**src/common/corr_cfg_pkg.sv**
```systemverilog
package corr_cfg_pkg;

   // ----------------------------------------------------------------------
   // Array sizes and widths
   // ----------------------------------------------------------------------
   localparam int N_ANT         = 8;                  // Antennas
   localparam int N_PAIRS       = N_ANT*(N_ANT-1)/2;  // All baselines, 28
   localparam int PAIRS_PER_BLK = N_PAIRS/2;          // Two blocks side by side
   localparam int ACC_W         = 16;                 // Accumulator and bus data
   localparam int ADR_W         = 6;                  // Block, pair and Re/Im bits
   localparam int SUMS_W        = 16;                 // Frame length input

   // ----------------------------------------------------------------------
   // Pair numbering (0,1) (0,2) .. (0,7) (1,2) .. (6,7)
   // ----------------------------------------------------------------------
   function automatic int pair_code(input int k);
      int idx;
      int code;
      idx  = 0;
      code = 0;
      for (int a = 0; a < N_ANT; a++) begin
         for (int b = a + 1; b < N_ANT; b++) begin
            if (idx == k) code = a*N_ANT + b;    // Both antennas in one number
            idx++;
         end
      end
      return code;
   endfunction

   function automatic int pair_ant_a(input int k);
      return pair_code(k) / N_ANT;                 // Lower antenna
   endfunction

   function automatic int pair_ant_b(input int k);
      return pair_code(k) % N_ANT;                 // Upper antenna
   endfunction

endpackage

```
**src/common/corr_types_pkg.sv**
```systemverilog
package corr_types_pkg;

   // Antenna sample after the quadrature estimate
   typedef struct packed {
      logic [corr_cfg_pkg::N_ANT-1:0] re;   // Sign bits as sampled
      logic [corr_cfg_pkg::N_ANT-1:0] im;   // Previous accepted sample
   } sample_t;

   // Framing flags that travel with each sample
   typedef struct packed {
      logic valid;                          // Sample present this cycle
      logic first;                          // Overwrite the active bank
      logic last;                           // Frame closes on this sample
   } frame_ctrl_t;

   // ----------------------------------------------------------------------
   // Wishbone classic read bus
   // ----------------------------------------------------------------------
   typedef struct packed {
      logic                           cyc;
      logic                           stb;
      logic                           we;   // Acked, no effect
      logic [corr_cfg_pkg::ADR_W-1:0] adr;
   } bus_req_t;

   typedef struct packed {
      logic                           ack;  // One cycle per request
      logic [corr_cfg_pkg::ACC_W-1:0] dat;
   } bus_rsp_t;

endpackage

```
**src/design/fake_hilbert.sv**
```systemverilog
`timescale 1ns/1ps

module fake_hilbert #(
   parameter int N_ANT = corr_cfg_pkg::N_ANT   // Antenna count
) (
   input  logic                    clk_i,
   input  logic                    rst_n_i,
   input  logic [N_ANT-1:0]        data_i,     // One bit per antenna
   input  logic                    valid_i,
   output corr_types_pkg::sample_t sample_o,
   output logic                    valid_o
);

   logic [N_ANT-1:0] re_q;                     // Latest accepted sample
   logic [N_ANT-1:0] im_q;                     // The one before it
   logic             valid_q;

   // ----------------------------------------------------------------------
   // Delay-line quadrature estimate
   // ----------------------------------------------------------------------
   // A quarter-period delay of a sign-sampled signal is close to one
   // sample at the usual sampling rate, so the previous real bit stands
   // in for the imaginary part
   always_ff @(posedge clk_i or negedge rst_n_i) begin
      if (!rst_n_i) begin
         re_q    <= '0;                        // Previous sample reads 0
         im_q    <= '0;
         valid_q <= 1'b0;
      end else begin
         valid_q <= valid_i;                   // One cycle through
         if (valid_i) begin
            im_q <= re_q;                      // Older sample shifts down
            re_q <= data_i;
         end
      end
   end

   assign sample_o.re = re_q;
   assign sample_o.im = im_q;
   assign valid_o     = valid_q;

endmodule

```
**src/design/bank_switch.sv**
```systemverilog
`timescale 1ns/1ps

module bank_switch (
   input  logic                            clk_i,
   input  logic                            rst_n_i,
   input  corr_types_pkg::sample_t         sample_i,
   input  logic                            valid_i,
   input  logic [corr_cfg_pkg::SUMS_W-1:0] sums_i,    // Samples per frame
   output corr_types_pkg::sample_t         sample_o,
   output corr_types_pkg::frame_ctrl_t     ctrl_o,
   output logic                            swap_o,    // Frame just closed
   output logic                            bank_o     // Bank being written
);

   logic [corr_cfg_pkg::SUMS_W-1:0] rem_q;            // Samples left in frame
   logic                            first;
   logic                            last;
   logic                            swap_q;
   logic                            bank_q;

   // ----------------------------------------------------------------------
   // Frame flags
   // ----------------------------------------------------------------------
   assign first = (rem_q == '0);                      // Nothing left means new frame
   assign last  = first ? (sums_i == corr_cfg_pkg::SUMS_W'(1))
                        : (rem_q == corr_cfg_pkg::SUMS_W'(1));

   assign ctrl_o.valid = valid_i;
   assign ctrl_o.first = first;
   assign ctrl_o.last  = last;
   assign sample_o     = sample_i;                    // Same cycle as the flags

   // ----------------------------------------------------------------------
   // Sample counter and bank flip
   // ----------------------------------------------------------------------
   always_ff @(posedge clk_i or negedge rst_n_i) begin
      if (!rst_n_i) begin
         rem_q  <= '0;
         swap_q <= 1'b0;
         bank_q <= 1'b0;
      end else begin
         swap_q <= valid_i && last;                   // Single-cycle strobe
         if (valid_i) begin
            rem_q <= first ? sums_i - 1'b1 : rem_q - 1'b1;  // Length latched here
            if (last) bank_q <= ~bank_q;              // Last sample went to old bank
         end
      end
   end

   assign swap_o = swap_q;
   assign bank_o = bank_q;

endmodule

```
**src/correlator/correlator_block.sv**
```systemverilog
`timescale 1ns/1ps

module correlator_block #(
   parameter int PAIR_BASE = 0,                     // First pair held here
   parameter int ACC_W     = corr_cfg_pkg::ACC_W    // Count width
) (
   input  logic                                         clk_i,
   input  logic                                         rst_n_i,
   input  corr_types_pkg::sample_t                      sample_i,
   input  corr_types_pkg::frame_ctrl_t                  ctrl_i,
   input  logic                                         bank_i,   // Write bank
   output logic [corr_cfg_pkg::PAIRS_PER_BLK*ACC_W-1:0] vis_re_o, // Completed bank
   output logic [corr_cfg_pkg::PAIRS_PER_BLK*ACC_W-1:0] vis_im_o
);

   localparam int NP = corr_cfg_pkg::PAIRS_PER_BLK;

   // ----------------------------------------------------------------------
   // One pair of accumulators per baseline
   // ----------------------------------------------------------------------
   // All pairs update in parallel, so a sample lands in every count on
   // the edge after it shows up at the input
   for (genvar p = 0; p < NP; p++) begin : g_pair

      localparam int ANT_A = corr_cfg_pkg::pair_ant_a(PAIR_BASE + p);
      localparam int ANT_B = corr_cfg_pkg::pair_ant_b(PAIR_BASE + p);

      logic                  hit_re;                // re_a == re_b
      logic                  hit_im;                // re_a == im_b
      logic [ACC_W-1:0]      inc_re;
      logic [ACC_W-1:0]      inc_im;
      logic [1:0][ACC_W-1:0] acc_re_q;              // Ping-pong banks
      logic [1:0][ACC_W-1:0] acc_im_q;

      // XNOR of sign bits is the one-bit product
      assign hit_re = (sample_i.re[ANT_A] == sample_i.re[ANT_B]);
      assign hit_im = (sample_i.re[ANT_A] == sample_i.im[ANT_B]);

      assign inc_re = {{(ACC_W-1){1'b0}}, hit_re};  // Zero-extended increments
      assign inc_im = {{(ACC_W-1){1'b0}}, hit_im};

      always_ff @(posedge clk_i or negedge rst_n_i) begin
         if (!rst_n_i) begin
            acc_re_q <= '0;
            acc_im_q <= '0;
         end else if (ctrl_i.valid) begin
            if (ctrl_i.first) begin
               acc_re_q[bank_i] <= inc_re;          // Start of frame clears
               acc_im_q[bank_i] <= inc_im;
            end else begin
               acc_re_q[bank_i] <= acc_re_q[bank_i] + inc_re;
               acc_im_q[bank_i] <= acc_im_q[bank_i] + inc_im;
            end
         end
      end

      // Read side always sees the bank that is at rest
      assign vis_re_o[p*ACC_W +: ACC_W] = acc_re_q[~bank_i];
      assign vis_im_o[p*ACC_W +: ACC_W] = acc_im_q[~bank_i];

   end

endmodule

```
**src/design/visibility_readback.sv**
```systemverilog
`timescale 1ns/1ps

module visibility_readback #(
   parameter int ACC_W = corr_cfg_pkg::ACC_W              // Count and data width
) (
   input  logic                                         clk_i,
   input  logic                                         rst_n_i,
   input  corr_types_pkg::bus_req_t                     req_i,
   output corr_types_pkg::bus_rsp_t                     rsp_o,
   input  logic [corr_cfg_pkg::PAIRS_PER_BLK*ACC_W-1:0] blk0_re_i,
   input  logic [corr_cfg_pkg::PAIRS_PER_BLK*ACC_W-1:0] blk0_im_i,
   input  logic [corr_cfg_pkg::PAIRS_PER_BLK*ACC_W-1:0] blk1_re_i,
   input  logic [corr_cfg_pkg::PAIRS_PER_BLK*ACC_W-1:0] blk1_im_i
);

   localparam int NP    = corr_cfg_pkg::PAIRS_PER_BLK;
   localparam int BLK_B = corr_cfg_pkg::ADR_W - 1;        // Block select bit

   logic                        req;
   logic                        sel_blk;
   logic                        sel_im;
   logic [3:0]                  pair_idx;
   logic [NP*ACC_W-1:0]         src;
   logic [ACC_W-1:0]            sel_dat;
   logic                        ack_q;
   logic [ACC_W-1:0]            dat_q;

   // ----------------------------------------------------------------------
   // Address decode and read mux
   // ----------------------------------------------------------------------
   // Request held over into the ack cycle is the one just served
   assign req      = req_i.cyc && req_i.stb && !ack_q;
   assign sel_blk  = req_i.adr[BLK_B];
   assign pair_idx = req_i.adr[4:1];                      // Pair within block
   assign sel_im   = req_i.adr[0];                        // 0 is real

   always_comb begin
      case ({sel_blk, sel_im})
         2'b00:   src = blk0_re_i;
         2'b01:   src = blk0_im_i;
         2'b10:   src = blk1_re_i;
         default: src = blk1_im_i;
      endcase
      if (pair_idx < NP) begin
         sel_dat = src[pair_idx*ACC_W +: ACC_W];
      end else begin
         sel_dat = '0;                                    // Unused slots 14 and 15
      end
   end

   // ----------------------------------------------------------------------
   // Response register
   // ----------------------------------------------------------------------
   always_ff @(posedge clk_i or negedge rst_n_i) begin
      if (!rst_n_i) begin
         ack_q <= 1'b0;
      end else begin
         ack_q <= req;                                    // Exactly one cycle
      end
   end

   always_ff @(posedge clk_i) begin
      if (req) begin
         dat_q <= req_i.we ? '0 : sel_dat;                // Writes return nothing
      end
   end

   assign rsp_o.ack = ack_q;
   assign rsp_o.dat = dat_q;

endmodule

```
**src/design/tart_correlator.sv**
```systemverilog
`timescale 1ns/1ps

module tart_correlator #(
   parameter int N_ANT = corr_cfg_pkg::N_ANT,        // Antenna inputs
   parameter int ACC_W = corr_cfg_pkg::ACC_W         // Visibility width
) (
   input  logic                            clk_i,
   input  logic                            rst_n_i,
   input  logic [N_ANT-1:0]                data_i,   // Sign bits
   input  logic                            valid_i,
   input  logic [corr_cfg_pkg::SUMS_W-1:0] sums_i,   // Frame length
   input  corr_types_pkg::bus_req_t        req_i,
   output corr_types_pkg::bus_rsp_t        rsp_o,
   output logic                            swap_o,
   output logic                            bank_o
);

   localparam int VIS_W = corr_cfg_pkg::PAIRS_PER_BLK * ACC_W;

   corr_types_pkg::sample_t     hil_sample;          // Front end out
   logic                        hil_valid;
   corr_types_pkg::sample_t     blk_sample;          // Fanned out to both blocks
   corr_types_pkg::frame_ctrl_t blk_ctrl;
   logic [VIS_W-1:0]            vis0_re;
   logic [VIS_W-1:0]            vis0_im;
   logic [VIS_W-1:0]            vis1_re;
   logic [VIS_W-1:0]            vis1_im;

   // ----------------------------------------------------------------------
   // Front end and framing
   // ----------------------------------------------------------------------
   fake_hilbert #(.N_ANT(N_ANT)) i_fake_hilbert (
      .clk_i   (clk_i),
      .rst_n_i (rst_n_i),
      .data_i  (data_i),
      .valid_i (valid_i),
      .sample_o(hil_sample),
      .valid_o (hil_valid)
   );

   bank_switch i_bank_switch (
      .clk_i   (clk_i),
      .rst_n_i (rst_n_i),
      .sample_i(hil_sample),
      .valid_i (hil_valid),
      .sums_i  (sums_i),
      .sample_o(blk_sample),
      .ctrl_o  (blk_ctrl),
      .swap_o  (swap_o),
      .bank_o  (bank_o)
   );

   // ----------------------------------------------------------------------
   // Correlators, pairs 0..13 and 14..27
   // ----------------------------------------------------------------------
   correlator_block #(.PAIR_BASE(0), .ACC_W(ACC_W)) i_correlator_block_0 (
      .clk_i   (clk_i),
      .rst_n_i (rst_n_i),
      .sample_i(blk_sample),
      .ctrl_i  (blk_ctrl),
      .bank_i  (bank_o),
      .vis_re_o(vis0_re),
      .vis_im_o(vis0_im)
   );

   correlator_block #(.PAIR_BASE(corr_cfg_pkg::PAIRS_PER_BLK), .ACC_W(ACC_W))
      i_correlator_block_1 (
      .clk_i   (clk_i),
      .rst_n_i (rst_n_i),
      .sample_i(blk_sample),
      .ctrl_i  (blk_ctrl),
      .bank_i  (bank_o),
      .vis_re_o(vis1_re),
      .vis_im_o(vis1_im)
   );

   // Bus side
   visibility_readback #(.ACC_W(ACC_W)) i_visibility_readback (
      .clk_i    (clk_i),
      .rst_n_i  (rst_n_i),
      .req_i    (req_i),
      .rsp_o    (rsp_o),
      .blk0_re_i(vis0_re),
      .blk0_im_i(vis0_im),
      .blk1_re_i(vis1_re),
      .blk1_im_i(vis1_im)
   );

endmodule

```
**config.mk**
```make
export PLATFORM = sky130hd
export DESIGN_NAME = tart_correlator
export DESIGN_NICKNAME = d
export VERILOG_FILES = /design/src/common/corr_cfg_pkg.sv /design/src/common/corr_types_pkg.sv /design/src/design/fake_hilbert.sv /design/src/design/bank_switch.sv /design/src/correlator/correlator_block.sv /design/src/design/visibility_readback.sv /design/src/design/tart_correlator.sv
export SDC_FILE = /design/constraint.sdc
export NUM_CORES = 2
export LEC_CHECK = 0
export ABC_CLOCK_PERIOD_IN_PS = 4400
export BUFFER_PORTS_ARGS = -buffer_cell sky130_fd_sc_hd__buf_4
export CAP_MARGIN = 20
export CORE_MARGIN = 1.5
export CORE_UTILIZATION = 40
export CTS_CLUSTER_DIAMETER = 120
export DETAILED_ROUTE_END_ITERATION = 16
export GPL_ROUTABILITY_DRIVEN = 0
export SLEW_MARGIN = 10
export SYNTH_ARGS = -nofsm -noshare
export SYNTH_HDL_FRONTEND = slang
export SYNTH_SLANG_ARGS = --single-unit
```
**constraint.sdc**
```tcl
create_clock -name clk_i -period 4.4 [get_ports clk_i]
set_input_delay 0.66 -clock clk_i [delete_from_list [all_inputs] [get_ports clk_i]]
set_output_delay 0.66 -clock clk_i [all_outputs]
set_load 0.05 [all_outputs]
```
**Word level (Yosys, flattened, before mapping)**

Index checks and enable logic that the tools add are counted.

- Bits in registers: 1844
- Input port bits: 36
- Output and inout bits: 19
- Logic and storage cells: 651

- $add $sub $neg: 58
- Magnitude comparators: 4
- Eq/ne operators: 60
- Shifts and indexed selects: 1
- Multiplexer cells: 397
- Bitwise logic cells: 2
- Reductions and logical operators: 9

Operators by type and width:

| operator | number |
|---|---|
| $mux 16 | 226 |
| $bwmux 32 | 112 |
| $mux 32 | 56 |
| $add 16x1->16 | 56 |
| $pmux 224 s3 | 1 |
| $shiftx 224x9->16 | 1 |
| $eq 1x1->1 | 56 |
| $eq 16x1->1 const B | 2 |
| $sub 16x1->16 const B | 2 |
| $demux 16 s1 | 1 |
| $logic_not 16->1 | 1 |
| $logic_and 1x1->1 | 4 |
| $lt 1x2->1 const B | 2 |
| $lt 4x4->1 const B | 1 |
| $eq 2x1->1 const B | 1 |
| $eq 2x2->1 const B | 1 |
| $logic_not 2->1 | 1 |
| $not 1->1 | 2 |
| $reduce_and 2->1 | 1 |
| $reduce_or 2->1 | 1 |
| $ge 1x1->1 const B | 1 |
| $logic_not 1->1 | 1 |
| $mux 1 | 1 |

**Longest topological paths before layout**

- Depth after elaboration: 6
- Mapped depth: 19
- Mapped depth without buffers: 8

**Hierarchy**

From an unflattened synthesis, not the netlist that was laid out.

- Cells, all modules: 13348
- Area, all modules: 125295.2 sq um

Modules (own cells, without submodules):

| module | instances | cells an instance | area an instance (sq um) | sequential area each (sq um) |
|---|---|---|---|---|
| correlator_block at i_correlator_block_0 | 1 | 6222 | 57553.9 | 22421.5 |
| correlator_block at i_correlator_block_1 | 1 | 6198 | 57460.1 | 22421.5 |
| visibility_readback | 1 | 696 | 8008.9 | 505.5 |
| bank_switch | 1 | 197 | 1597.8 | 450.4 |
| fake_hilbert | 1 | 35 | 674.4 | 425.4 |

**Worst setup path before layout**

OpenSTA, ideal clock, no wires.

- Kind: flip-flop to flip-flop
- From: register i_bank_switch.bank_q, in the netlist i_bank_switch.bank_o
- To: register i_correlator_block_1.g_pair[5].acc_im_q[31] (netlist bit)
- Library setup time: 0.083 ns
- Data arrival time: 4.502 ns
- Data required time: 4.317 ns
- Setup slack: -0.185 ns
- Cell stages (with the launch flop): 18
- Path buffers: 10
- Clock period less this slack: 4.585 ns
- Cell sequence: dfrtp_1 buf_2 buf_4 buf_2 buf_2 buf_2 buf_2 buf_2 buf_2 buf_1 buf_2 mux2_2 ha_1 o221ai_1 a2111oi_1 nand2_1 or3_1 o21ai_0

- Longest elaborated chain between the ends: 6
- Elaborated cells on any way between the ends: 11
- Those cells by class: add/sub (1); order compare (2); mux (7); reduce/logical (1)

Ends and longest elaborated chain:

| item | RTL line | text |
|---|---|---|
| start: declaration | bank_switch.sv:19 | `logic bank_q;` |
| start signal: assignment | bank_switch.sv:45 | `if (last) bank_q <= ~bank_q;` |
| branches (longest 5 deep; another with $add 16x1->16) | n/a |  |
| $mux 32 * | correlator_block.sv:47 | `if (ctrl_i.first) begin` |
| end signal: indexed assignment | correlator_block.sv:49 | `acc_im_q[bank_i] <= inc_im;` |
| end signal: indexed assignment | correlator_block.sv:52 | `acc_im_q[bank_i] <= acc_im_q[bank_i] + inc_im;` |
| end: declaration | correlator_block.sv:33 | `logic [1:0][ACC_W-1:0] acc_im_q;` |

Mark *: on every way between the ends. The select of a mux whose other input is x is not followed.
A chain may end at the register's enable or synchronous reset.

**Worst setup path after layout**

- From: register i_bank_switch.bank_q, in the netlist i_bank_switch.bank_o
- To: register i_visibility_readback.dat_q[15] (data pin)

- Longest elaborated chain between the ends: 4
- Elaborated cells on any way between the ends: 114
- Those cells by class: shift (1); mux (113)

Ends and longest elaborated chain:

| item | RTL line | text |
|---|---|---|
| $mux 16 (on tied branches) (2 in a row) | correlator_block.sv:59, correlator_block.sv:58 |  |
| $pmux 224 s3 * | visibility_readback.sv:38 | `case ({sel_blk, sel_im})` |
| $shiftx 224x9->16 * | visibility_readback.sv:45 | `sel_dat = src[pair_idx*ACC_W +: ACC_W];` |
| end signal: assignment | visibility_readback.sv:64 | `dat_q <= req_i.we ? '0 : sel_dat;` |
| end: declaration | visibility_readback.sv:26 | `logic [ACC_W-1:0] dat_q;` |

Mark *: on every way between the ends. The rest lies on a longest branch, timed or not. The select of a mux whose other input is x is not followed.

==> out/qor.csv <==
stage;metric;value;unit
floorplan;Die W;538;um
yosys;post-synthesis sequential area ratio;0.403;
clock_tree;CTS clock-pin slew for the worst setup and hold paths;0.06;ns
sta;max_slew headroom;0.193;
yosys;synth unique cells;76;
yosys;Async SR Flop Fraction;0.991;
setup_path;most frequent cell on the critical path;buf_12;
yosys;Post-Syn Area per Cell;8.60;um2
yosys;synthesized instance count;13300;
floorplan;Initial Util;0.402;
routing;Via Count;107000;
routing;TritonRoute pass-1 iters;5;
floorplan;Top Ports;55;
global_routing;initial antenna violation count;15;
min_path;WHS Endpoint;i_fake_hilbert.re_q[7];
sta;Setup TNS;0;ns
placement;DPL Wire Length;273000;um
global_routing;largest net degree at the start of global routing;174;
global_routing;first-pass GRT wire length;637000;um
floorplan;die area;0.289;mm2
min_path;Hold Crit Class;primary input to flip-flop;
final_layout;commonest non-fill, non-tap cell in the layout;a21oi_1;
min_path;Hold Path Cell Cnt;2;
setup_path;CP endpoint kind;flip-flop;
setup_path;worst endpoint required time;5.14;ns
min_path;Hold Startpoint;data_i[7];
final_layout;sequential cell area;0.0462;mm2
yosys;post-synthesis cell area;0.114;mm2
setup_path;CP Max Fanout;35;
clock_tree;Post-CTS Setup Bufs;0;
run;max-cap violation count;0;
clock_tree;Resize count post-CTS;0;
global_routing;vias in the first global route;99200;
routing;iteration-0 DRC count of the detailed router;11100;
sta;achievable frequency;239;MHz
setup_path;CP arrival;4.92;ns
routing;Routed Antenna Nets;0;
final_layout;NumNets Final;13200;
clock_tree;CTS H-Tree Depth;4;
global_routing;Tot GR Track Use;0.282;
yosys;Synth Register Bits;1843;
run_status;status;completed;
setup_path;Max stage delay on crit path;0.93;ns
power_and_ir_drop;worst vdd ir;319;uV
setup_path;cell count of the worst reg-to-reg path;11;
sta;minimum clock period;4.18;ns
sta;worst clock skew;0.0677;ns
routing;WL final;419000;um
clock_tree;Max Root-Sink Buffers;4;
clock_tree;Inserted Clock Buffers;221;
power_and_ir_drop;P_leak;54.2;nW
final_layout;share of layout cells above drive strength 1;0.116;
setup_path;Startpoint Class;flip-flop;
final_layout;most frequent cells in the layout;a21oi_1 (2643), dfrtp_1 (1825), o21ai_0 (1237), nor2_1 (1142), nand2_1 (937);
floorplan;die height;538;um
setup_path;FF-to-FF Start;i_bank_switch.bank_o;
yosys;Ys Warns;0;
clock_tree;Hold Buf Count CTS;8;
clock_tree;root buffer selected by CTS;clkbuf_16;
setup_path;CP Class;flip-flop to flip-flop;
sta;Slew @ Worst Pin;1.20;ns
clock_tree;Worst-Skew Late Latency;0.91;ns
power_and_ir_drop;Pwr per Cell Area;369;mW/mm2
power_and_ir_drop;Power, Total;0.0470;W
setup_path;Largest delay share family, worst path;simple AND/OR/NAND/NOR gates;
sta;Final period util;0.950;
global_routing;global route overflow;0;
setup_path;FF-to-FF End;i_visibility_readback.dat_q[15];
sta;fin. max-slew vios;0;
clock_tree;CTS Sinks;1843;
sta;Fin. Hold Viols;0;
routing;drc violations;0;
floorplan;Cell Rows;196;
sta;hold slack;0.0925;ns
routing;average via count per standard cell;6.32;
floorplan;core area;0.285;mm2
final_layout;Multi-input gate area;0.0640;mm2
setup_path;WP buf/inv;5;
final_layout;Non-Filler Cell Area, Final;0.128;mm2
yosys;Post-synth top flop;dfrtp_1;
setup_path;worst-path cell chain;buf_12, buf_12, buf_12, buf_12, mux2i_1, o21ai_0, a31oi_1, nor3_1, nor3_1, buf_4, nor3_1;
final_layout;Filler cells;27500;
final_layout;P&R area growth vs syn;11.4;%
sta;endpoints failing setup;0;
yosys;syn nets;13500;
routing;DR WL/cell;24.7;um
yosys;EDFF count, synth;16;
setup_path;reg-to-reg slack, setup;0.22;ns
placement;IO Port Bufs;54;
setup_path;Crit-path slowest cell;nor3_1;
placement;Placed Area;0.120;mm2
clock_tree;CTS tree;yes;
sta;unrepaired setup endpoints after global routing;no;
[cell usage after synthesis, types with 101 or more instances]
library cell	count	area, um2
ha_1	117	1460
or2_2	132	826
and2_1	115	719
a21oi_1	2644	13200
nand3_1	394	1970
and3b_1	180	1580
nor3_1	101	505
o31ai_1	185	1390
nand3b_1	237	1780
dfrtp_1	1827	45700
a221oi_1	266	2330
clkbuf_1	674	2530
a22o_1	130	1140
and3_1	265	1660
xnor2_1	134	1170
nor4_1	104	651
mux2_2	471	5300
buf_2	261	1310
a31oi_1	141	882
nor2_1	1148	4310
mux2i_1	503	5030
o21ai_0	1237	6190
nand2_1	940	3530
[state kept, by name, summed over array words and instances, names as in the netlist]
name	cells
i_correlator_block_1.g_pair.acc_im_q	448
i_fake_hilbert.valid_o	1
i_correlator_block_0.g_pair.acc_re_q	448
i_visibility_readback.ack_q	1
i_fake_hilbert.im_q	7
i_visibility_readback.dat_q	16
i_correlator_block_0.g_pair.acc_im_q	448
i_fake_hilbert.re_q	8
i_bank_switch.rem_q	16
i_bank_switch.bank_o	1
i_correlator_block_1.g_pair.acc_re_q	448
i_bank_switch.swap_o	1
[worst reg2reg max path, cell delays in order, from the launching register on]
cell and delay, ns:
dfrtp_4 0.78, buf_12 0.29, buf_12 0.20, buf_12 0.18, buf_12 0.22, mux2i_1 0.13
o21ai_0 0.33, a31oi_1 0.18, nor3_1 0.93, nor3_1 0.38, buf_4 0.25, nor3_1 0.17
[metrics by stage]
| stage | util | setup WS, ns | instances |
|---|---|---|---|
| final | 0.448 | 0.220 | 16900 |
| after global routing | 0.448 | 0.276 | 16900 |
| after CTS | 0.448 | 0.264 | 16900 |
| after detailed placement | 0.421 | 0.174 | 16500 |
| after global placement | 0.421 | 0.139 | 16500 |
| after floorplan | - | 0.0246 | 13300 |
[worst max-delay path by stage]
| stage | startpoint | to | cells after the start | slack [ns] |
|---|---|---|---|---|
| 4_1_cts | i_bank_switch.bank_o | i_visibility_readback.dat_q[15] | 11 | 0.26 |
| 2_1_floorplan | i_bank_switch.bank_o | i_correlator_block_1.g_pair[6].acc_im_q[31] | 17 | 0.02 |
| 6_report | i_bank_switch.bank_o | i_visibility_readback.dat_q[15] | 11 | 0.22 |
| 3_5_place_dp | req_i[0] | i_visibility_readback.dat_q[15] | 9 | 0.17 |
| 3_3_place_gp | req_i[0] | i_visibility_readback.dat_q[15] | 9 | 0.14 |
| 5_1_grt | i_bank_switch.bank_o | i_visibility_readback.dat_q[15] | 11 | 0.28 |
[where the power goes]
| part | switching [W] | internal [W] |
|---|---|---|
| logic | 0.00477 | 0.00294 |
| clock network | 0.00779 | 0.0112 |
| registers | 0.00191 | 0.0184 |
[metal layers]
layer  up-vias  global-route usage  wire (um)
li1      49000                   -          -
met1     52900               0.395     181000
met2      4458               0.430     185000
met3       830              0.0444      33800
met4        12               0.118      19000
met5         -                   0         76
[kinds of logic after synthesis]
group | share of synthesized area
compound gates | 0.267
xor+xnor | 0.0117
fa+ha+maj | 0.0128
buf+inv | 0.0392
flops | 0.403
mux | 0.102
simple gates | 0.164
[layout make-up]
| cell class | instances | share of cell area |
|---|---|---|
| timing repair buffer | 487 | 0.0392 |
| multi-input combinational | 10400 | 0.501 |
| clock inverter | 56 | 0.00600 |
| clock buffer | 336 | 0.0516 |
| sequential | 1843 | 0.362 |
| inverter | 81 | 0.00252 |
| tap | 3762 | 0.0369 |
| antenna | 8 | 0.000157 |
Note: power is estimated with default switching activity, not from simulation.
